File: src/hdl/inst_fetch_pkg.sv
package inst_fetch_pkg;

    ////////////////////
    // Bus and memory geometry
    ////////////////////

    localparam int INST_W     = 128;   // One instruction word per beat
    localparam int ADDR_W     = 32;
    localparam int BEAT_BYTES = 16;
    localparam int PAGE_BYTES = 4096;  // Bursts never cross this
    localparam int MAX_BURST  = 256;   // AXI4 INCR limit

    localparam logic [1:0] RESP_OKAY = 2'b00;

    ////////////////////
    // Channel payloads
    ////////////////////

    typedef struct packed {
        logic [ADDR_W-1:0] addr;
        logic [7:0]        len;    // Beats minus one
    } axi_ar_t;

    typedef struct packed {
        logic [INST_W-1:0] data;
        logic [1:0]        resp;
        logic              last;
    } axi_r_t;

    // Tile descriptor handed to the PE array
    typedef struct packed {
        logic [ADDR_W-1:0] output_addr;
        logic [ADDR_W-1:0] weight_addr;
        logic [ADDR_W-1:0] input_addr;
        logic [ADDR_W-1:0] pooling_addr;
        logic [5:0]        tile_row;
        logic [5:0]        tile_col;
        logic [3:0]        tile_type;
        logic              is_final_tile;
        logic              have_accumulate;
        logic              is_last_channel;
        logic              have_maxpool;
    } tile_desc_t;

    ////////////////////
    // FSM states
    ////////////////////

    typedef enum logic [1:0] {
        FS_IDLE,
        FS_FETCH,
        FS_DECODE
    } fetch_state_e;

    typedef enum logic [1:0] {
        SP_IDLE,
        SP_ADDR,   // AR held until accepted
        SP_DATA    // Waiting for the last beat
    } split_state_e;

    typedef enum logic [1:0] {
        DS_IDLE,
        DS_RD_ADDR,
        DS_RD_CFG,
        DS_ISSUE
    } dec_state_e;

endpackage
File: src/hdl/burst_splitter.sv
module burst_splitter
    import inst_fetch_pkg::*;
(
    input  logic              clk,
    input  logic              rst,
    input  logic              fetch_go,
    input  logic [ADDR_W-1:0] fetch_base,
    input  logic [15:0]       fetch_count,
    output axi_ar_t           ar,
    output logic              arvalid,
    input  logic              arready,
    input  logic              last_beat
);

    localparam int BEAT_SH = $clog2(BEAT_BYTES);
    localparam int PAGE_W  = $clog2(PAGE_BYTES);

    split_state_e      state;
    logic [ADDR_W-1:0] next_addr;    // Start of the next burst
    logic [15:0]       beats_left;
    logic [16:0]       page_beats;   // Room left in the current page
    logic [16:0]       burst_beats;

    // Burst size is the smaller of the beats left and the page room
    always_comb begin
        page_beats  = 17'((PAGE_BYTES - int'(next_addr[PAGE_W-1:0])) >> BEAT_SH);
        burst_beats = {1'b0, beats_left};
        if (page_beats < burst_beats) begin
            burst_beats = page_beats;
        end
    end

    assign ar.addr = next_addr;
    assign ar.len  = 8'(burst_beats - 17'd1);
    assign arvalid = (state == SP_ADDR);   // Held until arready

    always_ff @(posedge clk) begin
        if (rst) begin
            state      <= SP_IDLE;
            beats_left <= '0;
        end else begin
            case (state)
                SP_IDLE: begin
                    if (fetch_go) begin
                        state      <= SP_ADDR;
                        beats_left <= fetch_count;
                    end
                end
                SP_ADDR: begin
                    if (arready) begin
                        state      <= SP_DATA;
                        beats_left <= beats_left - burst_beats[15:0];
                    end
                end
                SP_DATA: begin
                    // Next AR only after the last beat of this burst
                    if (last_beat) begin
                        state <= (beats_left == '0) ? SP_IDLE : SP_ADDR;
                    end
                end
                default: state <= SP_IDLE;
            endcase
        end
    end

    always_ff @(posedge clk) begin
        if (state == SP_IDLE && fetch_go) begin
            next_addr <= fetch_base;
        end else if (arvalid && arready) begin
            next_addr <= next_addr + (ADDR_W'(burst_beats) << BEAT_SH);
        end
    end

endmodule

File: config.mk
export PLATFORM = sky130hd
export DESIGN_NAME = burst_splitter
export DESIGN_NICKNAME = d
export VERILOG_FILES = /design/src/hdl/inst_fetch_pkg.sv /design/src/hdl/burst_splitter.sv
export SDC_FILE = /design/constraint.sdc
export NUM_CORES = 1
export LEC_CHECK = 0
export BUFFER_PORTS_ARGS = -buffer_cell sky130_fd_sc_hd__buf_4
export CAP_MARGIN = 20
export CORE_UTILIZATION = 33
export DETAILED_ROUTE_END_ITERATION = 10
export PLACE_DENSITY = 0.62
export SKIP_LAST_GASP = 1
export SYNTH_ARGS = -nofsm -noshare
export SYNTH_HDL_FRONTEND = slang
export SYNTH_SLANG_ARGS = --single-unit
File: constraint.sdc
create_clock -name clk -period 16.2 [get_ports clk]
set_clock_uncertainty 0.2 [all_clocks]
set_input_delay 0 -clock clk [delete_from_list [all_inputs] [get_ports clk]]
set_output_delay 0 -clock clk [all_outputs]
set_load 0.02 [all_outputs]
Word-level counts from Yosys, hierarchy flattened
Index checks and enable logic that the tools add are counted.
Storage, ports and cells
  register bits: 50
  bits of input ports: 53
  output and inout bits: 41
Cells by class
  add/sub/neg operators: 4
  magnitude comparators: 1
  eq/ne operators: 5
  multiplexer cells: 11
  reductions and logical operators: 8
Operators by type and width (count)
  $mux W32: 2
  $add A32 B21 Y32: 1
  $mux W16: 2
  $pmux W16 S2: 1
  $lt A17 B16 Y1: 1
  $mux W17: 1
  $logic_not A16 Y1: 1
  $sub A16 B16 Y16: 1
  $sub A13 B12 Y14 const A: 1
  $sub A8 B1 Y8 const B: 1
  $mux W2: 3
  $pmux W2 S3: 1
  $reduce_and A3 Y1: 2
  $ne A2 B2 Y1 const B: 2
  $reduce_bool A2 Y1: 2
  $eq A2 B1 Y1 const B: 1
  $eq A2 B2 Y1 const B: 1
  $logic_and A1 B1 Y1: 2
  $logic_not A2 Y1: 1
  $ne A2 B1 Y1 const B: 1
  $mux W1: 1

Depth between registers and ports, before layout
  word-level depth: 6
  gate-level depth with buffers: 22
  depth with buffers taken out: 20

Worst setup path after synthesis
No wires, ideal clock.
  kind: flip-flop to flip-flop
  start point: register next_addr[3]
  end point: register next_addr[24], data pin
  setup time: 0.270 ns
  arrival time: 5.039 ns
  data required time: 15.730 ns
  setup slack: 10.691 ns
  cell stages (with the launch flop): 20
  path buffers: 2
  path through: edfxtp_1 nor4_4 nand2_1 or3_1 clkbuf_1 xor2_1 ha_1 a21o_1 a211o_1 o31ai_4 buf_2 o21ai_0 ha_1 fa_1 a21o_1 a221oi_2 o32ai_2 or3_1 o221ai_1 a21oi_1
Between the ends
  longest elaborated chain between the ends: 6
RTL lines
  start: declaration: RTL line burst_splitter.sv:19  | logic [ADDR_W-1:0] next_addr;
  start signal: assignment: RTL line burst_splitter.sv:68  | next_addr <= fetch_base;
  start signal: assignment: RTL line burst_splitter.sv:70  | next_addr <= next_addr + (ADDR_W'(burst_beats) << BEAT_SH);
  $sub A13 B12 Y14: RTL line burst_splitter.sv:26  | page_beats = 17'((PAGE_BYTES - int'(next_addr[PAGE_W-1:0])) >> BEAT_SH);
  $lt A17 B16 Y1: RTL line burst_splitter.sv:28  | if (page_beats < burst_beats) begin
  $mux W17: RTL line burst_splitter.sv:28
  $add A32 B21 Y32 *: RTL line burst_splitter.sv:70
  $mux W32 *: RTL line burst_splitter.sv:69  | end else if (arvalid && arready) begin
  $mux W32 *: RTL line burst_splitter.sv:67  | if (state == SP_IDLE && fetch_go) begin
Mark *: on every way between the ends. The rest lies on a longest branch, timed or not. The select of a mux whose other input is x is not followed.
A chain may end at the register's enable or synchronous reset.

Worst setup path in the final report
  start point: register next_addr[3]
  end point: register beats_left[11]
Between the ends
  longest elaborated chain between the ends: 6
RTL lines
  $sub A13 B12 Y14 *: RTL line burst_splitter.sv:26
  $lt A17 B16 Y1: RTL line burst_splitter.sv:28
  $mux W17 *: RTL line burst_splitter.sv:28
  $sub A16 B16 Y16 *: RTL line burst_splitter.sv:52  | beats_left <= beats_left - burst_beats[15:0];
  $mux W16 *: RTL line burst_splitter.sv:50  | if (arready) begin
  $pmux W16 S2 *: RTL line burst_splitter.sv:42  | case (state)
  end signal: assignment: RTL line burst_splitter.sv:46  | beats_left <= fetch_count;
  end signal: assignment: RTL line burst_splitter.sv:52
  end: declaration: RTL line burst_splitter.sv:20  | logic [15:0] beats_left;
Marked as above.

==> metrics <==
run status completed; post-synthesis cell type count 70; DRT iter0 DRCs approximately 260; Static Leak between 0.002 and 0.003 uW; Reg area between 0.001 and 0.0015 mm^2; area of the multi-input gates around 0.003 mm^2; min Tclk post-route about 6400 ps; post-route setup slack approximately 9800 ps; hold bufs inserted after CTS 55; CTS H-Tree Depth 2; worst reg2reg startpoint next_addr[3]$_DFFE_PP_; Starting Density about a third; Synth async-reset ratio 0%; Required @ worst endpoint approximately 16000 ps; Final Non-Filler Cells approximately 870; cell taking the most area after synthesis edfxtp_1; hold path startpoint beats_left[14]$_SDFFE_PP0P_; Synth top area share about a fifth; number of flops mapped to enable cells by yosys 32; Net Switching about 520 uW; worst-case reg-to-reg path depth 19; crit path DAT about 6400 ps; TritonCTS clock tree done; Max VDD drop about 0.079 mV; first-pass GRT wire length 22200 um; final hold vios 0; CTS clk-pin slew, worst paths approximately 70 ps; Antenna Cells 0; Hold Crit Depth 1; Mapped Cells between 500 and 600; Final Util ~46%; die footprint 0.0143 mm^2; Sw Ratio 48.0%; CTS root buffer clkbuf_16; Top FF cell, synth edfxtp_1; Ports 94; dpl cells about 810; DP HPWL 9560 um; CTS Buf Count 5; CP max FO 20; Worst-Margin Slew 948 ps; max-cap violation count 0; cts repair resizes 0; setup_tns 0 ps; Die H approximately 120 um; Crit path buffers/inverters 2; Yosys reg bits 50; core area approximately 0.013 mm^2; Pwr Density 177 mW/mm^2; Internal Power between 500 and 600 uW; # DRC 0; gr usage total approximately 19%; Fin Hold WS 299 ps; Ys Warns 0; crit end category flip-flop; worst-path cell chain nor4_4 > nand2_1 > or3_1 > xor2_1 > ha_1 > a21o_1 > a211o_1 > o31ai_4 > buf_4 > nand2_1 > o21a_1 > ha_1 > nor2b_1 > o21a_1 > o21ai_0 > a211oi_2 > nand4b_1 > a2111oi_2 > dlygate4sd3_1; crit start category flip-flop; peak per-stage delay on the critical path 580 ps; Avg Vias per Cell between 5 and 6; post-synthesis sequential area ratio between 20% and 30%; largest net degree at the start of global routing slightly below 60; setup violators final 0; setup bufs post-CTS 0; delay-heaviest family, CP compound AO/OA/AOI/OAI gates; Avg WL per Cell around 15 um; Post-Syn Area per Cell 8.26 um^2; post-route clock period utilization between 30% and 40%; WS Path Type reg -> reg; Routed WL roughly 13000 um; combinational share of power a little under 70%; antenna violations before repair 0; fmax about 160 MHz; number of global-route vias before repair 4642; Max Buffers Root-to-Sink 2; Hold Path Class reg -> reg; IO buf count 93; antenna viol nets, final 0; Slew HR between 30 and 40%; FF-to-FF setup slack around 10000 ps; final net count 783; drt first pass iters 4; RR Endpoint beats_left[11]$_SDFFE_PP0P_; Area Growth Syn to Fin 33.9%; CTS Sinks 50; largest cells by area after synthesis edfxtp_1 (21%), ha_1 (9.3%), dfxtp_1 (7.9%); pre-CTS setup slack 10080 ps; fillers ~1400; Clock Power Share under 10%; Hold EP beats_left[14]$_SDFFE_PP0P_; GP Congestion roughly 0.91; grt total ovfl 0; RSZ-0062 raised after global routing no; share of cells above drive strength 1 17.1%; vias about 4700; Flop pwr share between 20% and 30%; Clock Latency Late Sink around 300 ps; Slew Viols, Final 0; Site Rows between 40 and 50; Slowest-stage cell, CP dlygate4sd3_1; post-synthesis cell area 0.00456 mm^2; chip width roughly 120 um
-- sequential cells by signal, summed over array words and instances, names as in the netlist --
name        cells
state           2
beats_left     16
next_addr      32
-- cell usage after synthesis (6+ instances only) --
master,n
a211oi_1,12
xnor2_1,16
xor2_1,16
mux2i_1,8
nand4_1,6
nor2_1,38
nand2_1,61
nor2b_1,9
buf_2,7
nor4_1,8
clkbuf_1,11
o21a_1,13
and2_1,8
inv_1,22
o21ai_0,40
a21o_1,13
nand3_1,19
dfxtp_1,18
a31oi_1,11
a21oi_1,40
edfxtp_1,32
nor3_1,23
ha_1,34
-- stage by stage --
stage                     total power [uW]  instance area, um^2
after global placement                 942                 5420
after CTS                             1080                 6110
after detailed placement               955                 5420
final                                 1080                 6110
after floorplan                        760                 4580
after global routing                  1180                 6110
-- power by group through the flow --
stage | sequential [uW] | clock [uW] | combinational, uW
global placement | 242 | 0 | 700
global route | 247 | 114 | 815
floorplan | 261 | 0 | 499
CTS | 241 | 111 | 728
finish | 242 | 107 | 730
detailed placement | 243 | 0 | 711
-- worst max-delay path by stage --
stage	start	endpoint	depth (start not counted)
final	next_addr[3]$_DFFE_PP_	beats_left[11]$_SDFFE_PP0P_	19
after floorplan	next_addr[3]$_DFFE_PP_	next_addr[24]$_DFFE_PP_	19
after global placement	next_addr[3]$_DFFE_PP_	next_addr[24]$_DFFE_PP_	18
after global routing	next_addr[7]$_DFFE_PP_	beats_left[11]$_SDFFE_PP0P_	19
after CTS	next_addr[3]$_DFFE_PP_	beats_left[11]$_SDFFE_PP0P_	19
after detailed placement	next_addr[3]$_DFFE_PP_	next_addr[24]$_DFFE_PP_	18
-- cells by family (layout without fill, tap and decap cells) --
family | count (synthesis) | count (layout) | share of synthesized area (%)
adders and majority gates | 36 | 36 | 10.2
xor gates and xnor gates | 32 | 32 | 6.15
muxes | 11 | 11 | 2.55
other | 1 | 7 | 0.0822
DFF | 50 | 50 | 29.0
and+or+nand+nor | 207 | 207 | 23.0
buffers and inverters | 44 | 181 | 3.92
AOI/OAI and AO/OA | 171 | 171 | 25.1
-- routing by layer --
layer  global-route usage (%)  up-vias  wire, um
met4                     7.42        0       240
met3                     2.80       14       688
met5                        0        -         0
met1                     24.8     2240      6050
met2                     32.3      138      6350
li1                         -     2351         -
-- area by class of cell --
type	instances	area share, %
timing repair buffer	149	20.6
inverter	24	1.47
tap	176	3.61
clock buffer	6	2.11
clock inverter	2	0.143
sequential	50	21.6
multi-input combinational	464	50.5
-- placed cells by master, fill, tap and decap left out, drive strengths merged, types with 6 or more instances in the layout --
| cell | synthesis | final |
|---|---|---|
| nand2 | 62 | 62 |
| edfxtp | 32 | 32 |
| nor2b | 9 | 9 |
| o21ai | 41 | 41 |
| nor2 | 38 | 38 |
| inv | 24 | 24 |
| nand4 | 6 | 6 |
| a21o | 13 | 13 |
| mux2i | 9 | 9 |
| dlygate4sd3 | 0 | 55 |
| ha | 34 | 34 |
| o21a | 13 | 13 |
| conb | 1 | 7 |
| and2 | 8 | 8 |
| xnor2 | 16 | 16 |
| a211oi | 13 | 13 |
| dfxtp | 18 | 18 |
| or3 | 6 | 6 |
| buf | 8 | 94 |
| a31oi | 11 | 11 |
| nor4 | 9 | 9 |
| nand3 | 19 | 19 |
| xor2 | 16 | 16 |
| nor3 | 24 | 24 |
| a21oi | 40 | 40 |
| clkbuf | 12 | 6 |
(Power assumes the default switching activity.)
