===== config.mk =====
export PLATFORM = sky130hd
export DESIGN_NAME = fetch_ctrl
export DESIGN_NICKNAME = d
export VERILOG_FILES = /design/src/hdl/inst_fetch_pkg.sv /design/src/hdl/fetch_ctrl.sv
export SDC_FILE = /design/constraint.sdc
export NUM_CORES = 1
export LEC_CHECK = 0
export ABC_AREA = 0
export BUFFER_PORTS_ARGS = -buffer_cell sky130_fd_sc_hd__buf_4
export CAP_MARGIN = 40
export CELL_PAD_IN_SITES_DETAIL_PLACEMENT = 1
export CELL_PAD_IN_SITES_GLOBAL_PLACEMENT = 1
export CORE_AREA = 2 2 158 160
export CTS_CLUSTER_DIAMETER = 120
export DETAILED_ROUTE_END_ITERATION = 10
export DIE_AREA = 0 0 160 162
export GPL_TIMING_DRIVEN = 0
export PLACE_DENSITY = 0.79
export SLEW_MARGIN = 20
export SYNTH_ARGS = -nofsm -noshare
export SYNTH_HDL_FRONTEND = slang
export SYNTH_SLANG_ARGS = --single-unit

===== constraint.sdc =====
create_clock -name clk -period 10.4 [get_ports clk]
set_input_delay 2.08 -clock clk [delete_from_list [all_inputs] [get_ports clk]]
set_output_delay 2.08 -clock clk [all_outputs]
set_load 0.05 [all_outputs]

===== src/hdl/inst_fetch_pkg.sv =====
package inst_fetch_pkg;

    ////////////////////
    // Bus and memory geometry
    ////////////////////

    localparam int INST_W     = 128;   // One instruction word per beat
    localparam int ADDR_W     = 32;
    localparam int BEAT_BYTES = 16;
    localparam int PAGE_BYTES = 4096;  // Bursts never cross this
    localparam int MAX_BURST  = 256;   // AXI4 INCR limit

    localparam logic [1:0] RESP_OKAY = 2'b00;

    ////////////////////
    // Channel payloads
    ////////////////////

    typedef struct packed {
        logic [ADDR_W-1:0] addr;
        logic [7:0]        len;    // Beats minus one
    } axi_ar_t;

    typedef struct packed {
        logic [INST_W-1:0] data;
        logic [1:0]        resp;
        logic              last;
    } axi_r_t;

    // Tile descriptor handed to the PE array
    typedef struct packed {
        logic [ADDR_W-1:0] output_addr;
        logic [ADDR_W-1:0] weight_addr;
        logic [ADDR_W-1:0] input_addr;
        logic [ADDR_W-1:0] pooling_addr;
        logic [5:0]        tile_row;
        logic [5:0]        tile_col;
        logic [3:0]        tile_type;
        logic              is_final_tile;
        logic              have_accumulate;
        logic              is_last_channel;
        logic              have_maxpool;
    } tile_desc_t;

    ////////////////////
    // FSM states
    ////////////////////

    typedef enum logic [1:0] {
        FS_IDLE,
        FS_FETCH,
        FS_DECODE
    } fetch_state_e;

    typedef enum logic [1:0] {
        SP_IDLE,
        SP_ADDR,   // AR held until accepted
        SP_DATA    // Waiting for the last beat
    } split_state_e;

    typedef enum logic [1:0] {
        DS_IDLE,
        DS_RD_ADDR,
        DS_RD_CFG,
        DS_ISSUE
    } dec_state_e;

endpackage

===== src/hdl/fetch_ctrl.sv =====
module fetch_ctrl
    import inst_fetch_pkg::*;
#(
    parameter  int INST_DEPTH = 256,
    localparam int AW         = $clog2(INST_DEPTH)
) (
    input  logic              clk,
    input  logic              rst,
    input  logic              start,
    input  logic [ADDR_W-1:0] inst_base,
    input  logic [15:0]       inst_count,
    input  axi_r_t            r,
    input  logic              rvalid,
    output logic              fetch_go,
    output logic [ADDR_W-1:0] fetch_base,
    output logic [15:0]       fetch_count,
    output logic              mem_we,
    output logic [AW-1:0]     mem_waddr,
    output logic [INST_W-1:0] mem_wdata,
    output logic              decode_go,
    input  logic              decode_done,
    output logic              done,
    output logic              rd_error,
    output logic [ADDR_W-1:0] rd_error_addr
);

    localparam int BEAT_SH = $clog2(BEAT_BYTES);

    fetch_state_e state;
    logic         start_q;
    logic         start_edge;
    logic [15:0]  beat_cnt;    // Beats accepted in this fetch

    assign start_edge = start & ~start_q;

    always_ff @(posedge clk) begin
        if (rst) begin
            start_q <= 1'b0;
        end else begin
            start_q <= start;
        end
    end

    ////////////////////
    // Main FSM
    ////////////////////

    always_ff @(posedge clk) begin
        if (rst) begin
            state     <= FS_IDLE;
            fetch_go  <= 1'b0;
            decode_go <= 1'b0;
            done      <= 1'b0;
        end else begin
            fetch_go  <= 1'b0;
            decode_go <= 1'b0;
            done      <= 1'b0;
            case (state)
                FS_IDLE: begin
                    if (start_edge) begin
                        state    <= FS_FETCH;
                        fetch_go <= 1'b1;
                    end
                end
                FS_FETCH: begin
                    if (rvalid && beat_cnt == fetch_count - 16'd1) begin
                        state     <= FS_DECODE;  // Last word is in memory
                        decode_go <= 1'b1;
                    end
                end
                FS_DECODE: begin
                    if (decode_done) begin
                        state <= FS_IDLE;
                        done  <= 1'b1;
                    end
                end
                default: state <= FS_IDLE;
            endcase
        end
    end

    always_ff @(posedge clk) begin
        if (state == FS_IDLE && start_edge) begin
            fetch_base  <= inst_base;
            fetch_count <= inst_count;
        end
    end

    always_ff @(posedge clk) begin
        if (rst) begin
            beat_cnt <= '0;
        end else if (state == FS_IDLE && start_edge) begin
            beat_cnt <= '0;
        end else if (mem_we) begin
            beat_cnt <= beat_cnt + 16'd1;
        end
    end

    // Every accepted beat goes straight to the next word
    assign mem_we    = (state == FS_FETCH) & rvalid;
    assign mem_waddr = beat_cnt[AW-1:0];
    assign mem_wdata = r.data;

    ////////////////////
    // Read error capture
    ////////////////////

    always_ff @(posedge clk) begin
        if (rst) begin
            rd_error      <= 1'b0;
            rd_error_addr <= '0;
        end else if (mem_we && r.resp != RESP_OKAY && !rd_error) begin
            rd_error      <= 1'b1;   // Sticky so the first error wins
            rd_error_addr <= fetch_base + (ADDR_W'(beat_cnt) << BEAT_SH);
        end
    end

endmodule


**Word-level counts from Yosys, hierarchy flattened**

Index checks and enable logic that the tools add are counted.

- Register bits after elaboration: 103
- Input port bits: 184

- Reductions and logical operators: 12
- Equality and inequality tests: 6
- $add $sub $neg: 3
- Mux-type cells: 7
- Bitwise logic cells: 6

Operators by type and width:

| operator | number |
|---|---|
| adder 32 x 20 -> 32 bit | 1 |
| adder 16 x 1 -> 16 bit (second input constant) | 1 |
| == test 16 bit | 1 |
| subtractor 16 x 1 -> 16 bit (second input constant) | 1 |
| OR reduction 2 bit | 4 |
| two-way mux 2 bit | 3 |
| != test 2 bit (second input constant) | 3 |
| case mux 2 bit (3 select lines) | 1 |
| logical AND 1 bit | 4 |
| inverter 1 bit | 4 |
| two-way mux 1 bit | 3 |
| AND reduction 3 bit | 1 |
| AND 1 bit | 2 |
| == test 2 x 1 -> 1 bit (second input constant) | 1 |
| == test 2 bit (second input constant) | 1 |
| zero test 2 bit | 1 |
| nonzero test 2 bit | 1 |
| zero test 1 bit | 1 |

**Depth between registers and ports, before layout**

- Depth after elaboration: 5
- Depth in mapped cells: 10
- Mapped depth without buffers: 10

**Least setup slack after synthesis**

OpenSTA, ideal clock, no wires.

- Kind: in2reg
- From: input port start
- To: register beat_cnt[10]
- Setup time: 128 ps
- Path slack: 1987 ps
- Required time: 10272 ps
- Stages on the path: 5
- Buffers on the path: 2
- Arrival: 8286 ps
- Path through: nor4b_1 -> or2_2 -> clkbuf_1 -> clkbuf_1 -> nor2_1

- Cells in the longest elaborated chain, start to end: 3

Ends and longest elaborated chain:

| item | line | source |
|---|---|---|
| from (decl) | fetch_ctrl.sv:9 | `input logic start,` |
| AND 1 bit | fetch_ctrl.sv:34 | `assign start_edge = start & ~start_q;` |
| logical AND 1 bit | fetch_ctrl.sv:92 | `end else if (state == FS_IDLE && start_edge) begin` |
| OR reduction 2 bit (no source line) | n/a |  |
| to (signal assigned) | fetch_ctrl.sv:95 | `beat_cnt <= beat_cnt + 16'd1;` |
| to (decl) | fetch_ctrl.sv:32 | `logic [15:0] beat_cnt;` |

No other way between the ends.
A chain may end at the register's enable or synchronous reset.

**Final worst setup path**

- From: input port rvalid
- To: output port mem_we

- Cells in the longest elaborated chain, start to end: 1

Ends and longest elaborated chain:

| item | line | source |
|---|---|---|
| from (decl) | fetch_ctrl.sv:13 | `input logic rvalid,` |
| AND 1 bit | fetch_ctrl.sv:100 | `assign mem_we = (state == FS_FETCH) & rvalid;` |
| to (decl) | fetch_ctrl.sv:17 | `output logic mem_we,` |

No other way between the ends.

==> results.py <==
metrics = {
    "run_status": {
        "outcome": "completed",
    },
    "grt": {
        "globalRouteMet2Util": 0.3158,
        "globalRouteOverflowTotal": 0,
        "maximum_number_of_pins_on_one_net_before_global_route_repair": 17,
        "grt_pass1_wl_um": 32910,
        "grt_antenna_before_repair": 2,
        "grt_pass1_vias": 5674,
        "groute.usage.overall": 0.1642,
        "met1_usage": 0.1775,
        "gr-max-usage-layer": "met2",
        "global_route.usage.met3": 0.03550,
    },
    "power": {
        "cellLeakagePower_nw": 4.024,
        "post-layout-total-power_w": 0.001172,
        "power.switching_fraction": 0.3427,
        "power-per-cell-area_mw_per_mm2": 132.5,
        "peakVddDrop_uv": 68.69,
        "combinational_share_of_power": 0.287,
        "p_seq_frac": 0.394,
        "clock_power_share": 0.319,
        "p_sw_w": 0.0004016,
        "intPower_w": 0.0007702,
    },
    "cells_and_area": {
        "post-route-util": 0.3668,
        "final_layout_size_suffix_gt1_frac": 0.4891,
        "mostFrequentLayoutCells": "413 x buf_4, 55 x dfxtp_1, 48 x edfxtp_1",
        "most_common_cell_after_layout_fill_and_taps_aside": "buf_4",
        "synthToLayoutAreaGrowth_pct": 47.42,
        "nets": 1114,
    },
    "critical_path": {
        "timing.critical_path.required_ns": 8.32,
        "worst_path_cell_trace": "buf_4 -> and3b_1 -> buf_2 -> buf_4",
        "end_point_of_the_critical_path": "mem_we",
        "timing.reg2reg.setup_slack_ns": 7.48,
        "cp_slowest_stage_delay_ns": 0.24,
        "timing.critical_path.from": "rvalid",
        "critical_path_depth": 4,
        "critical_path_buf_inv_count": 3,
        "worst_r2r_startpoint": "beat_cnt[0]",
        "critical-path-top-delay-family": "buffers and inverters",
        "timing.critical_path.from_type": "input pin",
        "arrival_ns": 2.79,
        "crit_path_max_delay_cell_type": "buf_4",
        "end_kind": "output pin",
        "cp_max_fo": 9,
        "critical-path-top-cell-by-count": "buf_4",
        "critical_path.reg2reg.endpoint": "rd_error_addr[24]",
        "ws_path_type": "input pin to output pin",
        "timing.reg2reg.worst_path_depth": 10,
    },
    "logic_synthesis": {
        "ys_types": 59,
        "synth.net_count": 820,
        "synth_ff_type": "dfxtp_1",
        "synth.yosys.warnings": 0,
        "number_of_enable_type_register_cells_in_the_synthesized_netlist": 48,
        "synth.cell_area_mm2": 0.005997,
        "syn_inst": 617,
        "post_synthesis_mean_instance_area_um2": 9.720,
        "synthArstFlopShare": 0,
        "synth.ff_latch_count": 103,
        "ys_seq_area_frac": 0.4240,
    },
    "sta": {
        "skew_ns": 0.008639,
        "setup_ws_ns": 5.531,
        "final.hold.worst_slack_ns": 0.4604,
        "fin_crit_sh": 0.4682,
        "finalSetupTns_ns": 0,
        "worst_slew_pin_slew_ns": 0.7140,
        "finalSetupViolations": 0,
        "hold_violations": 0,
        "timing.final.max_slew_violations": 0,
        "fmax_mhz": 205.4,
        "rsz0062_at_grt": "no",
        "layout_min_cycle_time_ns": 4.869,
        "worst_slew_margin_rel": 0.5228,
    },
    "clock_tree": {
        "post_cts_buffers": 0,
        "clk_latency_ns": 0.36,
        "clock_tree_from_tritoncts": "built",
        "number_of_resized_instances_in_the_post_cts_repair_step": 0,
        "path_clk_slew_ns": 0.08,
        "ctsHoldBuffers": 0,
        "clock_sinks": 103,
        "max_buffers_root_to_sink": 2,
        "cts-buffers-inserted": 9,
        "maximum_level_of_the_cts_h_tree": 3,
        "cts.root.buffer_cell": "clkbuf_16",
    },
    "die": {
        "num_io_pins": 405,
        "dieArea_mm2": 0.02592,
        "count_of_standard_cell_rows": 57,
        "die_w_um": 160,
        "floorplan.initialDensity": 0.2488,
        "die_height_um": 162,
        "design.core.area_mm2": 0.02411,
    },
    "placed_design": {
        "last_weighted_congestion_value_of_the_routability_driven_placer": 0.7881,
        "setup_slack_at_placement_ns": 5.536,
        "dp_hpwl_um": 18750,
        "io_buffer_count": 275,
    },
    "drt": {
        "dr_total_vias": 5463,
        "routed_len_inst_um": 18.10,
        "route.final.wire_length_um": 22480,
        "remaining_drc_errors": 0,
        "drt_first_iter_violations": 192,
        "ant_nets": 0,
        "via_to_cell_ratio": 4.399,
        "dr.pass1.iters": 4,
    },
    "worst_hold_path": {
        "holdCritPathClass": "flip-flop to flip-flop",
    },
    "flow_run": {
        "cap_viol_max_count": 0,
    },
}
-- sequential cells by signal, indices dropped and copies added, names as in the netlist --
name,cells
decode_go,1
fetch_base,32
state,2
done,1
beat_cnt,16
rd_error,1
fetch_count,16
rd_error_addr,32
start_q,1
fetch_go,1
-- how the worst min path moves through the flow --
stage,slack [ns],end,depth (start not counted),startpoint
2_1_floorplan,0.45,done,1,state[0]
3_3_place_gp,0.44,rd_error_addr[8],2,rd_error_addr[8]
3_5_place_dp,0.45,rd_error_addr[13],2,rd_error_addr[13]
4_1_cts,0.46,rd_error_addr[13],2,rd_error_addr[13]
5_1_grt,0.47,rd_error_addr[13],2,rd_error_addr[13]
6_report,0.46,rd_error_addr[3],2,rd_error_addr[3]
-- cells in the mapped netlist (6+ instances only) --
cell	instances	share of area
buf_4	136	0.17
dfxtp_1	55	0.18
edfxtp_1	48	0.24
a21oi_1	45	0.038
nand2_1	43	0.027
nor2_1	33	0.021
xor2_1	26	0.038
xnor2_1	24	0.035
ha_1	18	0.038
nand3_1	17	0.014
o21ai_0	15	0.013
clkbuf_1	13	0.0081
inv_1	13	0.0081
nand4_1	11	0.011
a31oi_1	8	0.0083
nor3_1	8	0.0067
a21o_1	7	0.0088
a211oi_1	6	0.0075
and4_1	6	0.0088
nand2b_1	6	0.0063
nor2b_1	6	0.0063
o21ai_1	6	0.0050
-- layer usage --
layer  up-vias  part of all wire
met4         0             0.021
li1       2606                 -
met5         -                 0
met1      2644              0.38
met2       187              0.55
met3        26             0.053
-- cell type report --
type                            instances  area [um^2]
Tap cell                              324        405.4
Fill cell                            2876        15260
Sequential cell                       103         2542
Inverter                               14        55.05
Clock buffer                           12        267.8
Antenna cell                            2        5.005
Clock inverter                          4        50.05
Timing Repair Buffer                  283         2110
Multi-Input combinational cell        346         2300
Buffer                                154         1106
-- per-stage QoR --
stage / area [um^2] / cells
floorplan: 5997 / 617
global placement: 8467 / 1216
detailed placement: 8518 / 1224
CTS: 8836 / 1240
global route: 8841 / 1242
finish: 8841 / 1242
-- worst reg2reg max path, delay by kind of cell, from the launching register on --
family / cells / cell delay (ns)
AOI/OAI and AO/OA: 4 / 0.98
DFF: 1 / 0.50
xor gates and xnor gates: 1 / 0.23
adders and majority gates: 2 / 0.63
buffers and inverters: 1 / 0.06
and+or+nand+nor: 2 / 0.38
-- power groups by stage --
stage                     registers, W  logic (W)  clock network (W)
after floorplan               0.000525   0.000177                  0
after global placement        0.000475   0.000330                  0
after detailed placement      0.000472   0.000337                  0
after CTS                     0.000462   0.000339           0.000386
after global routing          0.000465   0.000350           0.000397
final                         0.000462   0.000336           0.000374
-- cell families after synthesis --
kind of cell / Yosys count / share of synthesized area
flops: 103 / 0.4240
simple gates: 160 / 0.1444
compound gates: 113 / 0.1162
mux: 3 / 0.005216
buf+inv: 168 / 0.1936
fa+ha+maj: 19 / 0.04089
xor+xnor: 51 / 0.07574
No activity file was read; power rests on OpenSTA's default activity.
