**config.mk**
```make
export PLATFORM = sky130hd
export DESIGN_NAME = tile_decoder
export DESIGN_NICKNAME = d
export VERILOG_FILES = /design/src/hdl/inst_fetch_pkg.sv /design/src/hdl/tile_decoder.sv
export SDC_FILE = /design/constraint.sdc
export NUM_CORES = 1
export LEC_CHECK = 0
export ABC_CLOCK_PERIOD_IN_PS = 6320
export BUFFER_PORTS_ARGS = -buffer_cell sky130_fd_sc_hd__buf_2
export CAP_MARGIN = 20
export CORE_ASPECT_RATIO = 0.7
export CORE_MARGIN = 8
export CORE_UTILIZATION = 40
export CTS_CLUSTER_SIZE = 24
export DETAILED_ROUTE_END_ITERATION = 7
export PLACE_DENSITY = 0.67
export SYNTH_ARGS = -nofsm -noshare
export SYNTH_HDL_FRONTEND = slang
export SYNTH_SLANG_ARGS = --single-unit
```
**constraint.sdc**
```tcl
create_clock -name clk -period 6.32 [get_ports clk]
set_clock_uncertainty 0.2 [all_clocks]
set_input_delay 0.948 -clock clk [delete_from_list [all_inputs] [get_ports clk]]
set_output_delay 0.948 -clock clk [all_outputs]
set_load 0.05 [all_outputs]
```
**src/hdl/inst_fetch_pkg.sv**
```systemverilog
package inst_fetch_pkg;

    ////////////////////
    // Bus and memory geometry
    ////////////////////

    localparam int INST_W     = 128;   // One instruction word per beat
    localparam int ADDR_W     = 32;
    localparam int BEAT_BYTES = 16;
    localparam int PAGE_BYTES = 4096;  // Bursts never cross this
    localparam int MAX_BURST  = 256;   // AXI4 INCR limit

    localparam logic [1:0] RESP_OKAY = 2'b00;

    ////////////////////
    // Channel payloads
    ////////////////////

    typedef struct packed {
        logic [ADDR_W-1:0] addr;
        logic [7:0]        len;    // Beats minus one
    } axi_ar_t;

    typedef struct packed {
        logic [INST_W-1:0] data;
        logic [1:0]        resp;
        logic              last;
    } axi_r_t;

    // Tile descriptor handed to the PE array
    typedef struct packed {
        logic [ADDR_W-1:0] output_addr;
        logic [ADDR_W-1:0] weight_addr;
        logic [ADDR_W-1:0] input_addr;
        logic [ADDR_W-1:0] pooling_addr;
        logic [5:0]        tile_row;
        logic [5:0]        tile_col;
        logic [3:0]        tile_type;
        logic              is_final_tile;
        logic              have_accumulate;
        logic              is_last_channel;
        logic              have_maxpool;
    } tile_desc_t;

    ////////////////////
    // FSM states
    ////////////////////

    typedef enum logic [1:0] {
        FS_IDLE,
        FS_FETCH,
        FS_DECODE
    } fetch_state_e;

    typedef enum logic [1:0] {
        SP_IDLE,
        SP_ADDR,   // AR held until accepted
        SP_DATA    // Waiting for the last beat
    } split_state_e;

    typedef enum logic [1:0] {
        DS_IDLE,
        DS_RD_ADDR,
        DS_RD_CFG,
        DS_ISSUE
    } dec_state_e;

endpackage
```
**src/hdl/tile_decoder.sv**
```systemverilog
module tile_decoder
    import inst_fetch_pkg::*;
#(
    parameter  int INST_DEPTH = 256,
    parameter  int PE_CREDITS = 2,
    localparam int AW         = $clog2(INST_DEPTH),
    localparam int CW         = $clog2(PE_CREDITS + 1)
) (
    input  logic              clk,
    input  logic              rst,
    input  logic              decode_go,
    input  logic [15:0]       fetch_count,
    output logic [AW-1:0]     mem_raddr,
    input  logic [INST_W-1:0] mem_rdata,
    output tile_desc_t        tile,
    output logic              tile_valid,
    input  logic              pe_credit,
    output logic              decode_done
);

    dec_state_e        state;
    logic [14:0]       tile_cnt;     // Tiles issued so far
    logic [CW-1:0]     credits;
    logic [CW:0]       credit_sum;   // Count including a return this cycle
    logic [INST_W-1:0] addr_word;
    logic              all_issued;
    logic              issue;
    tile_desc_t        next_tile;

    assign all_issued = (tile_cnt == fetch_count[15:1]);
    assign issue      = (state == DS_ISSUE) && !all_issued && (credits != '0);
    assign credit_sum = {1'b0, credits} + {{CW{1'b0}}, pe_credit};

    // Finished once every tile is out and the PE has handed all credits back
    assign decode_done = (state == DS_ISSUE) && all_issued
                         && (credit_sum == (CW + 1)'(PE_CREDITS));

    // Word 2k in RD_ADDR, word 2k+1 from RD_CFG on
    assign mem_raddr = {tile_cnt[AW-2:0], state != DS_RD_ADDR};

    ////////////////////
    // Descriptor assembly
    ////////////////////

    always_comb begin
        {next_tile.pooling_addr, next_tile.input_addr,
         next_tile.weight_addr, next_tile.output_addr} = addr_word;
        next_tile.is_last_channel = mem_rdata[0];
        next_tile.have_accumulate = mem_rdata[1];
        next_tile.is_final_tile   = mem_rdata[2];
        next_tile.tile_type       = mem_rdata[6:3];
        next_tile.tile_row        = mem_rdata[12:7];
        next_tile.tile_col        = mem_rdata[18:13];
        next_tile.have_maxpool    = mem_rdata[19];    // Upper bits unused
    end

    always_ff @(posedge clk) begin
        if (state == DS_RD_CFG) begin
            addr_word <= mem_rdata;   // Address word has just arrived
        end
        if (issue) begin
            tile <= next_tile;
        end
    end

    always_ff @(posedge clk) begin
        if (rst) begin
            state      <= DS_IDLE;
            tile_cnt   <= '0;
            tile_valid <= 1'b0;
        end else begin
            tile_valid <= 1'b0;
            case (state)
                DS_IDLE: begin
                    if (decode_go) begin
                        state    <= DS_RD_ADDR;
                        tile_cnt <= '0;
                    end
                end
                DS_RD_ADDR: state <= DS_RD_CFG;
                DS_RD_CFG:  state <= DS_ISSUE;
                DS_ISSUE: begin
                    if (issue) begin
                        tile_valid <= 1'b1;
                        tile_cnt   <= tile_cnt + 15'd1;
                        if (tile_cnt + 15'd1 != fetch_count[15:1]) begin
                            state <= DS_RD_ADDR;
                        end
                    end else if (decode_done) begin
                        state <= DS_IDLE;
                    end
                end
                default: state <= DS_IDLE;
            endcase
        end
    end

    ////////////////////
    // PE credit counter
    ////////////////////

    always_ff @(posedge clk) begin
        if (rst || decode_go) begin
            credits <= CW'(PE_CREDITS);
        end else if (issue && !pe_credit) begin
            credits <= credits - CW'(1);
        end else if (pe_credit && !issue) begin
            credits <= credits + CW'(1);
        end
    end

endmodule

```
# ---- Word level (Yosys, flattened, before mapping)
# Cells that the tools add are included.
dict set report totals {
  output_inout_bits 158
  ff_bits 296
  input_bits 148
  word_cells 60
}
dict set report op_classes {
  n_eq_ne 11
  mux 11
  bitwise_logic 1
  addsub 4
  reduce_logical 17
}
# op count
set op_table {}
lappend op_table {{15-bit two-way mux} 2}
lappend op_table {{15-bit case mux with 2 select lines} 1}
lappend op_table {{15-bit by 1-bit adder with 15-bit output (second input constant)} 1}
lappend op_table {{15-bit == test} 1}
lappend op_table {{15-bit inequality test} 1}
lappend op_table {{2-bit two-way mux} 6}
lappend op_table {{2-bit case mux with 4 select lines} 1}
lappend op_table {{1-bit logical AND} 6}
lappend op_table {{3-bit AND reduction} 2}
lappend op_table {{2-bit nonzero test} 3}
lappend op_table {{2-bit == test (second input constant)} 2}
lappend op_table {{2-bit inequality test (second input constant)} 2}
lappend op_table {{2-bit by 1-bit adder with 3-bit output} 1}
lappend op_table {{3-bit by 2-bit == test with 1-bit output (second input constant)} 1}
lappend op_table {{1-bit zero test} 3}
lappend op_table {{3-bit by 2-bit inequality test with 1-bit output (second input constant)} 1}
lappend op_table {{3-bit inequality test (second input constant)} 1}
lappend op_table {{2-bit by 1-bit adder with 2-bit output (second input constant)} 1}
lappend op_table {{2-bit by 1-bit == test with 1-bit output (second input constant)} 1}
lappend op_table {{2-bit zero test} 1}
lappend op_table {{2-bit by 1-bit inequality test with 1-bit output (second input constant)} 1}
lappend op_table {{2-bit OR reduction} 1}
lappend op_table {{2-bit by 1-bit subtractor with 2-bit output (second input constant)} 1}
lappend op_table {{1-bit logical OR} 1}
lappend op_table {{other kinds (2)} 2}

# ---- Logic depth before layout (Yosys ltp)
# Gate-level depths: netlist of the first run.
dict set report depth {
  word_depth 8
  mapped_depth 11
}

# ---- Least setup slack after synthesis of the first run
# Ideal clock, no wire load.
dict set report synth_timing {
  path_kind {input -> register}
  from {in fetch_count[11]}
  to {reg tile_cnt[6]}
  path_slack_ns 1.551
  path_buffers 0
  setup_ns 0.070
  arrival_time_ns 4.499
  stages 8
  t_required_ns 6.050
  path_cell_list {xor2_1 > nor2_1 > and3_1 > a21o_1 > inv_2 > o21ai_1 > or4_1 > a21oi_1}
}
dict set report synth_via {
  elab_chain_cells 6
}
# element line_no
set synth_lines {}
lappend synth_lines {{from (decl)} tile_decoder.sv:12} ;# input logic [15:0] fetch_count,
lappend synth_lines {{15-bit == test} tile_decoder.sv:30} ;# assign all_issued = (tile_cnt == fetch_count[15:1]);
lappend synth_lines {{1-bit zero test} tile_decoder.sv:31} ;# assign issue = (state == DS_ISSUE) && !all_issued && (credits != '0);
lappend synth_lines {{1-bit logical AND (2 in series)} tile_decoder.sv:31}
lappend synth_lines {{net issue} tile_decoder.sv:27} ;# logic issue;
lappend synth_lines {{2-bit inequality test (no line)} n/a}
lappend synth_lines {{3-bit AND reduction (no line)} n/a}
lappend synth_lines {{to (signal assigned)} tile_decoder.sv:85} ;# tile_cnt <= tile_cnt + 15'd1;
lappend synth_lines {{to (decl)} tile_decoder.sv:22} ;# logic [14:0] tile_cnt;
# The timed path passes the listed nets, and every way through them passes these cells.
# A chain may end at the register's enable or synchronous reset.

# ---- Final worst setup path of the first run
dict set report layout_timing {
  from {in fetch_count[8]}
  to {reg tile_cnt[14]}
}
# The elaborated chain is that of the path after synthesis.

==> flow_summary.toml, run 1 <==
[clocking]
clk-insertion-delay-late_ns = 0.53
post_cts_gate_resize_count = 0
clock_tree_from_tritoncts = "yes"
cts_made_buffers = 28
path_clk_slew_ns = 0.06
clock_tree.htree_level_count = 1
cts_sinks = 296
root_buffer = "clkbuf_16"
post_cts_setup_repair_bufs = 0
cts.hold.buffers_added = 0
cts_buffer_depth = 3

[global_routing]
global_route.overflow_total = 0
global_route.usage.total = 0.1356
grt_pass1_vias = 5309
first_pass_grt_wire_length_um = 31840
initial_antenna_violation_count = 5
grt_start_max_net_pins = 92

[sta]
worst_pin_slew_ns = 1.021
period_needed_ns = 3.511
hold_viol_final = 0
report.final.slew_viol_count = 0
timing.slew.headroom = 0.3191
report.final.setup_viol = 0
clock.fmax_ghz = 0.2848
unrepaired_setup_endpoints_after_global_routing = "no"
period_share = 0.5555
postLayoutSetupSlackWorst_ns = 2.809
finalSetupTns_ns = 0

[cells_and_area]
finish.utilization = 0.5156
multiInputGateArea_um2 = 1155
final_cell_area_um2 = 12660
fill_cells = 2041
area.growth.synth_to_final_pct = 27.10
fraction_of_final_layout_cells_with_drive_strength_greater_than_1 = 0.4244
nets = 958
sequential_cell_area_um2 = 8688

[floorplan]
ios = 306
core_region_area_um2 = 24560
start_util = 0.4057
die_height_um = 148.1
rows = 48
die_width_um = 204.6
floorplan.die_area_um2 = 30300

[power]
leakage_nw = 4.691
max_vdd_drop_v = 0.0002682
power.density_nw_per_um2 = 402.4

[worst_setup_path]
critical_path_peak_fanout = 91
setup.worst_path.class = "input pin to register"
crit_path_top_delay_cell = "inv_6"
worstSetupStartpointType = "input pin"
reg2reg_to = "tile_cnt[14]$_SDFFE_PP0P_"
crit_end = "tile_cnt[14]$_SDFFE_PP0P_"
critical_path.reg2reg.startpoint = "tile_cnt[7]$_SDFFE_PP0P_"
critical_path_capture_point_type = "register"
required_time_at_the_worst_slack_endpoint_ns = 6.57
timing.critical_path.cells = "buf_2 > xor2_1 > nor4_1 > and3_1 > a21o_1 > inv_6 > o21ai_1 > or4_1 > a21oi_1"
worst_setup_path_startpoint = "fetch_count[8]"
ff2ff_setup_slack_ns = 2.81
timing.critical_path.arrival_ns = 3.76
rr_worst_depth = 8
cp_slowest_stage_delay_ns = 0.59

[synth]
synth.ff_latch_count = 296
post_synth_inst_count = 482
synth.cell_area_um2 = 9965
synth-edff-count = 276
synth-warning-count = 0
synthArstFlopShare = 0
post-synth-top-area-cell = "edfxtp_1"
synth_top_cells_by_area = "edfxtp_1 (83%), dfxtp_1 (4.0%), xor2_1 (1.5%), xnor2_1 (1.4%), ha_1 (1.1%)"
yosysTopAreaCellShare = 0.8317
ys_dominant_reg_cell = "edfxtp_1"
yosys.cell_count.top_type = "edfxtp_1"
syn_area_per_cell_um2 = 20.67
synth.cells.most_frequent = "edfxtp_1 (276), dfxtp_1 (20), nor2_1 (19), xor2_1 (17), xnor2_1 (16)"
yosysUniqueCellTypes = 46
mappedNetlistNets = 639
synth_seq_area_share = 0.8719

[route]
final_antenna_net_count = 0
first_pass_iters = 4
routed_wire_length_per_instance_um = 19.04
vias_cell = 4.629
drc = 0
finalWirelength_um = 21840
vias = 5310
initialDrtViolationCount = 332

[place]
input_output_buffers = 304
dp_hpwl_um = 15830
place_ws_ns = 2.273
gpl.final_weighted_congestion = 0.8501
dpl_cell_area_um2 = 11820

[worst_hold_path]
min_path_type = "register to register"

[run_status]
status = "complete, no violations"

[flow_run]
cap_violations = 0
==> state kept, by name, summed over array words and instances, names as in the netlist <==
register	count
addr_word	128
credits	2
state	2
tile	148
tile_cnt	15
tile_valid	1
==> worst min path at each step <==
stage / from / endpoint / slack (ns) / cells past startpoint
detailed placement: addr_word[53]$_DFFE_PN_ / tile[105]$_DFFE_PN_ / 0.20 / 0
global route: addr_word[43]$_DFFE_PN_ / tile[95]$_DFFE_PN_ / 0.22 / 0
CTS: addr_word[93]$_DFFE_PN_ / tile[81]$_DFFE_PN_ / 0.22 / 0
global placement: addr_word[32]$_DFFE_PN_ / tile[84]$_DFFE_PN_ / 0.20 / 0
floorplan: addr_word[48]$_DFFE_PN_ / tile[100]$_DFFE_PN_ / 0.20 / 0
finish: addr_word[11]$_DFFE_PN_ / tile[127]$_DFFE_PN_ / 0.21 / 0
==> worst max-delay path: cells and delay by family <==
kind,cells,cell delay (ns)
AOI/OAI and AO/OA,3,0.98
xor gates and xnor gates,1,0.27
buffers and inverters,2,0.71
and+or+nand+nor,3,0.84
==> metal layers <==
layer / vias to the layer above / track usage / routed length, um
li1: 2506 / - / -
met1: 2487 / 0.1752 / 8913
met2: 268 / 0.2072 / 9705
met3: 43 / 0.05586 / 2606
met4: 6 / 0.04093 / 579
met5: - / 0 / 37
==> layout by cell type (no fill, tap or decap), types with 3 or more instances in the layout <==
master,instances
inv_1,6
nor2_1,19
nand3_1,6
nand2b_1,3
or4_1,5
o211ai_1,4
clkinv_1,6
clkbuf_16,29
xor2_1,17
nand2_1,9
o21ai_0,5
and3_1,4
buf_2,304
ha_1,8
or3_1,3
dfxtp_1,20
xnor2_1,16
clkbuf_1,8
nor4_1,3
o31ai_1,3
nor2b_1,5
a211oi_1,8
a21o_1,4
a21oi_1,8
edfxtp_1,276
nor3_1,5
==> logic make-up (layout without fill, tap and decap cells) <==
logic type,count (synthesis),after routing,synth area share
muxes,1,1,0.001005
adders and majority gates,9,9,0.01130
buffers and inverters,24,362,0.01343
xor gates and xnor gates,33,33,0.02900
AOI/OAI and AO/OA,42,42,0.02863
other,0,2,0
and+or+nand+nor,77,77,0.04470
DFF,296,296,0.8719
==> through the flow <==
stage | hold WS (ns) | power, W | instances
2_1_floorplan | 0.2003 | 0.003344 | 482
3_5_place_dp | 0.2045 | 0.003613 | 1096
3_3_place_gp | 0.2003 | 0.003585 | 1096
6_report | 0.2120 | 0.005096 | 1147
4_1_cts | 0.2154 | 0.005166 | 1145
5_1_grt | 0.2186 | 0.005303 | 1147
==> power breakdown <==
part | internal [W] | switching, W
Combinational | 0.000162 | 0.000733
Sequential | 0.00258 | 0.0000794
Clock | 0.000876 | 0.000667
==> area by class of cell <==
class | instances | share of cell area
repair buffers | 306 | 0.1213
clock inverters | 12 | 0.006817
diodes | 2 | 0.0003952
well taps | 325 | 0.03211
inverters | 7 | 0.002470
multi-input cells | 162 | 0.09119
clock buffers | 37 | 0.05967
flip-flops and latches | 296 | 0.6860
(Power assumes the default switching activity.)
==> run 2: changes to the inputs <==
ABC_CLOCK_PERIOD_IN_PS = 3110   (was 6320)
PLACE_DENSITY = 0.69   (was 0.67)
clock period = 3.11 ns   (was 6.32 ns; I/O delays follow)
==> flow_summary.toml, run 2 (synthesis results as in run 1) <==
[worst_hold_path]
hold_path.startpoint = "addr_word[22]$_DFFE_PN_"
min_path_type = "register to register"

[global_routing]
initial_antenna_violation_count = 1
grt.met3_usage = 0.05325
grt_start_max_net_pins = 110
grt_pass1_vias = 6006
global_route.overflow_total = 0
global_route.usage.total = 0.1517
grtUsageMet2 = 0.2543
first_pass_grt_wire_length_um = 35950
grtUsageMet1 = 0.1896
top_usage_layer = "met2"

[worst_setup_path]
crit_path_top_delay_cell = "or4_4"
critical_path_peak_fanout = 6
ff2ff_setup_slack_ns = 0.19
timing.critical_path.cells = "ha_1 > nand3_2 > or4_4 > or4_1 > o21ai_1 > nand4_1 > a311o_1 > o21ai_0"
timing.critical_path.arrival_ns = 3.17
worst_setup_path_startpoint = "tile_cnt[1]$_SDFFE_PP0P_"
critical_path.reg2reg.startpoint = "tile_cnt[1]$_SDFFE_PP0P_"
cp_slowest_stage_delay_ns = 0.47
worst_path_dominant_cell_family = "simple AND/OR/NAND/NOR gates"
setup.worst_path.class = "register to register"
critical_path_capture_point_type = "register"
worstSetupStartpointType = "register"
cp_num_buf_inv = 0
required_time_at_the_worst_slack_endpoint_ns = 3.36

[floorplan]
die_height_um = 148.1
start_util = 0.4057
die_width_um = 204.6
core_region_area_um2 = 24560
rows = 48
ios = 306
floorplan.die_area_um2 = 30300

[route]
finalWirelength_um = 24270
initialDrtViolationCount = 325
first_pass_iters = 4
final_antenna_net_count = 0
vias_cell = 4.587
vias = 5894
drc = 0
routed_wire_length_per_instance_um = 18.88

[cells_and_area]
sequential_cell_area_um2 = 8692
layout.cells.most_common_list = "buf_2 (304), edfxtp_1 (276), dlygate4sd3_1 (131), clkbuf_16 (29), nor2_1 (19)"
fraction_of_final_layout_cells_with_drive_strength_greater_than_1 = 0.3802
most_common_cell_after_layout_fill_and_taps_aside = "buf_2"
largest_register_ff_count = 148
num_antenna_cells = 0
area.growth.synth_to_final_pct = 42.38
final_cell_area_um2 = 14190
finish.utilization = 0.5776
nets = 1096
fill_cells = 1815
regMostFlops = "tile"
multiInputGateArea_um2 = 1156
reg_top3 = "tile x148, addr_word x128, tile_cnt x15"

[sta]
period_share = 0.9387
hold_viol_final = 0
finalHoldWorstSlack_ns = 0.2166
worst_pin_slew_ns = 0.6943
report.final.setup_viol = 0
finalSetupTns_ns = 0
clock.fmax_ghz = 0.3425
period_needed_ns = 2.919
unrepaired_setup_endpoints_after_global_routing = "no"
report.final.slew_viol_count = 0
timing.slew.headroom = 0.5371

[clocking]
cts_made_buffers = 28
cts_buffer_depth = 3
cts_sinks = 296
clock_tree_from_tritoncts = "yes"
path_clk_slew_ns = 0.06
clock_tree.htree_level_count = 1
clk-insertion-delay-late_ns = 0.52
root_buffer = "clkbuf_16"

[power]
share_of_total_power_consumed_by_net_switching = 0.2849
power.density_nw_per_um2 = 773.7
clock_power_share = 0.322
power.combinational.fraction = 0.186
internal_cell_power_w = 0.007850
p_seq_frac = 0.492
max_vdd_drop_v = 0.0006038
leakage_nw = 5.346
p_switching_w = 0.003127

[run_status]
status = "complete, no violations"

[place]
dp_hpwl_um = 16040
gpl.final_weighted_congestion = 0.8250
dpl_cell_area_um2 = 11910
input_output_buffers = 304

[flow_run]
cap_violations = 0
## run 2: changes by cell type in the layout (fill, tap and decap cells not counted), moves of 2 or more
| cell | change |
|---|---|
| dlygate4sd3_1 | +131 |
| clkinv_1 | -2 |
| bufinv_16 | +4 |
| buf_12 | +3 |
| clkbuf_1 | -2 |
| dfxtp_2 | +3 |
| dfxtp_1 | -3 |
| diode_2 | -2 |
| buf_4 | +4 |
## run 2: per-layer routing
metal  routed length, um  up-vias
li1                    -     2790
met1                9708     2844
met2               11830      227
met3                2342       31
met4                 369        2
met5                  13        -
## run 2: layout make-up
cell class,instances,area share
clock buffers,35,0.05274
clock inverters,16,0.01499
inverters,7,0.002381
multi-input cells,162,0.08149
flip-flops and latches,296,0.6127
well taps,325,0.02866
repair buffers,444,0.2071
## run 2: worst paths after layout
path / cells after the start / endpoint
worst max-delay path: 8 / state[1]$_SDFFE_PP0P_
worst min-delay path: 0 / tile[138]$_DFFE_PN_
worst max register to register: 8 / state[1]$_SDFFE_PP0P_
worst min register to register: 0 / tile[138]$_DFFE_PN_
## run 2: what timing repair did
item                                    in CTS  in global routing
hold buffers                               131                  0
endpoints found under the setup margin       0                  1
buffers inserted                             0                  0
hold endpoints to repair                   151                  0
gates resized for setup                      0                  4
## run 2: power by group through the flow
stage,clock network [W],logic (W),registers (W)
global route,0.00379,0.00214,0.00546
floorplan,0,0.000454,0.00631
global placement,0,0.00190,0.00544
detailed placement,0,0.00191,0.00548
finish,0.00353,0.00204,0.00540
CTS,0.00360,0.00206,0.00540
## run 2: stage by stage
stage | total power (W) | instances | setup WS (ns)
floorplan | 0.006763 | 482 | 0.1049
global placement | 0.007338 | 1103 | 0.2342
detailed placement | 0.007397 | 1103 | 0.1889
CTS | 0.01107 | 1285 | 0.07084
global route | 0.01139 | 1285 | 0.01953
finish | 0.01098 | 1285 | 0.1906
## run 2: worst reg2reg max path: stages, from the launching register on
cell	delay, ns
dfxtp_1	0.44
ha_1	0.33
nand3_2	0.11
or4_4	0.47
or4_1	0.48
o21ai_1	0.22
nand4_1	0.16
a311o_1	0.38
o21ai_0	0.07
==> run 3: changes to the inputs <==
CTS_BUF_LIST = sky130_fd_sc_hd__clkbuf_16   (was not set)
==> flow_summary.toml, run 3 (synthesis results as in run 1) <==
[run_status]
status = "complete, no violations"

[global_routing]
initial_antenna_violation_count = 1
grt_start_max_net_pins = 110
grt_pass1_vias = 6013
first_pass_grt_wire_length_um = 35950
global_route.usage.total = 0.1516
global_route.overflow_total = 0

[worst_setup_path]
required_time_at_the_worst_slack_endpoint_ns = 3.38
critical_path_peak_fanout = 8
rr_worst_depth = 9
timing.critical_path.arrival_ns = 3.18
crit_end = "credits[0]$_SDFFE_PP0P_"
critical_path.reg2reg.startpoint = "tile_cnt[6]$_SDFFE_PP0P_"
critical_path_capture_point_type = "register"
ff2ff_setup_slack_ns = 0.19
worstSetupStartpointType = "register"
worst_setup_path_startpoint = "tile_cnt[6]$_SDFFE_PP0P_"
reg2reg_to = "credits[0]$_SDFFE_PP0P_"
setup.worst_path.class = "register to register"

[route]
vias = 5877
first_pass_iters = 4
final_antenna_net_count = 0
vias_cell = 4.574
routed_wire_length_per_instance_um = 18.86
drc = 0
finalWirelength_um = 24230
initialDrtViolationCount = 337

[power]
p_switching_w = 0.003124
share_of_total_power_consumed_by_net_switching = 0.2852
power.density_nw_per_um2 = 772.1
internal_cell_power_w = 0.007830
max_vdd_drop_v = 0.0006051
clock_power_share = 0.321
p_seq_frac = 0.493
power.combinational.fraction = 0.186
leakage_nw = 5.371

[sta]
timing.slew.headroom = 0.5350
hold_viol_final = 0
report.final.setup_viol = 0
period_needed_ns = 2.918
finalHoldWorstSlack_ns = 0.2161
report.final.slew_viol_count = 0
period_share = 0.9382
worst_pin_slew_ns = 0.6975
unrepaired_setup_endpoints_after_global_routing = "no"
clock.fmax_ghz = 0.3427
finalSetupTns_ns = 0

[cells_and_area]
most_common_cell_after_layout_fill_and_taps_aside = "buf_2"
area.growth.synth_to_final_pct = 42.38
fraction_of_final_layout_cells_with_drive_strength_greater_than_1 = 0.3802
finish.utilization = 0.5776
regMostFlops = "tile"
reg_top3 = "tile x148, addr_word x128, tile_cnt x15"
layout.cells.most_common_list = "buf_2 (304), edfxtp_1 (276), dlygate4sd3_1 (131), clkbuf_16 (29), nor2_1 (19)"
final-instance-count-excl-fill = 1285
nets = 1096
num_antenna_cells = 0
final_cell_area_um2 = 14190
largest_register_ff_count = 148

[place]
dpl_cell_area_um2 = 11910
input_output_buffers = 304
place.detailed.instances = 1103
gpl.final_weighted_congestion = 0.8250
dp_hpwl_um = 16040

[clocking]
cts_sinks = 296
clock_tree.htree_level_count = 1
root_buffer = "clkbuf_16"
clock_tree_from_tritoncts = "yes"
cts_buffer_depth = 3
clk-insertion-delay-late_ns = 0.52
path_clk_slew_ns = 0.07
cts_made_buffers = 28

[floorplan]
die_height_um = 148.1
ios = 306
rows = 48
die_width_um = 204.6
core_region_area_um2 = 24560
floorplan.die_area_um2 = 30300
start_util = 0.4057

[flow_run]
cap_violations = 0

[worst_hold_path]
min_path_type = "register to register"
-- run 3: cell types whose count changed in the layout (fill, tap and decap cells not counted) --
cell	before	now
clkbuf_1	6	0
inv_1	6	12
-- run 3: worst min-delay path by stage --
stage,start,endpoint,slack [ns],depth (start not counted)
4_1_cts,addr_word[124]$_DFFE_PN_,tile[48]$_DFFE_PN_,0.21,0
2_1_floorplan,addr_word[48]$_DFFE_PN_,tile[100]$_DFFE_PN_,0.20,0
3_5_place_dp,addr_word[62]$_DFFE_PN_,tile[114]$_DFFE_PN_,0.20,0
3_3_place_gp,addr_word[34]$_DFFE_PN_,tile[86]$_DFFE_PN_,0.20,0
6_report,addr_word[22]$_DFFE_PN_,tile[138]$_DFFE_PN_,0.22,0
5_1_grt,addr_word[22]$_DFFE_PN_,tile[138]$_DFFE_PN_,0.22,0
-- run 3: repair_timing --
action,4_1_cts,5_1_grt
hold endpoints to repair,151,0
gates resized for setup,0,4
endpoints found under the setup margin,0,1
hold buffers,131,0
buffers inserted,0,0
-- run 3: layout make-up --
| class | instances | area, um^2 |
|---|---|---|
| Fill cell | 1815 | 10380 |
| Sequential cell | 296 | 8692 |
| Timing Repair Buffer | 444 | 2938 |
| Multi-Input combinational cell | 162 | 1156 |
| Clock buffer | 29 | 725.7 |
| Tap cell | 325 | 406.6 |
| Clock inverter | 22 | 235.2 |
| Inverter | 7 | 33.78 |
-- run 3: worst max-delay path, stage by stage, from the launching register on --
cell	delay, ns
dfxtp_1	0.38
xnor2_1	0.38
nand3_1	0.14
nor2_1	0.25
a21o_2	0.31
inv_8	0.07
ha_1	0.31
xor2_1	0.15
nor3_1	0.11
dlygate4sd3_1	0.56
-- run 3: per-stage QoR --
stage,worst slack (ns),power (W)
finish,0.1922,0.01095
detailed placement,0.1889,0.007397
global placement,0.2342,0.007338
global route,0.01953,0.01137
CTS,0.07084,0.01105
floorplan,0.1049,0.006763
-- run 3: power by group through the flow --
stage | Sequential (W) | Clock, W | Combinational [W]
floorplan | 0.00631 | 0 | 0.000454
global placement | 0.00544 | 0 | 0.00190
detailed placement | 0.00548 | 0 | 0.00191
CTS | 0.00540 | 0.00359 | 0.00206
global route | 0.00546 | 0.00377 | 0.00214
finish | 0.00540 | 0.00351 | 0.00204
-- run 3: per-layer routing --
metal,GRT usage,share of wire,up-vias
li1,-,-,2789
met4,0.02765,0.015,2
met3,0.05325,0.099,31
met5,0,0.00054,-
met1,0.1894,0.40,2833
met2,0.2543,0.49,222
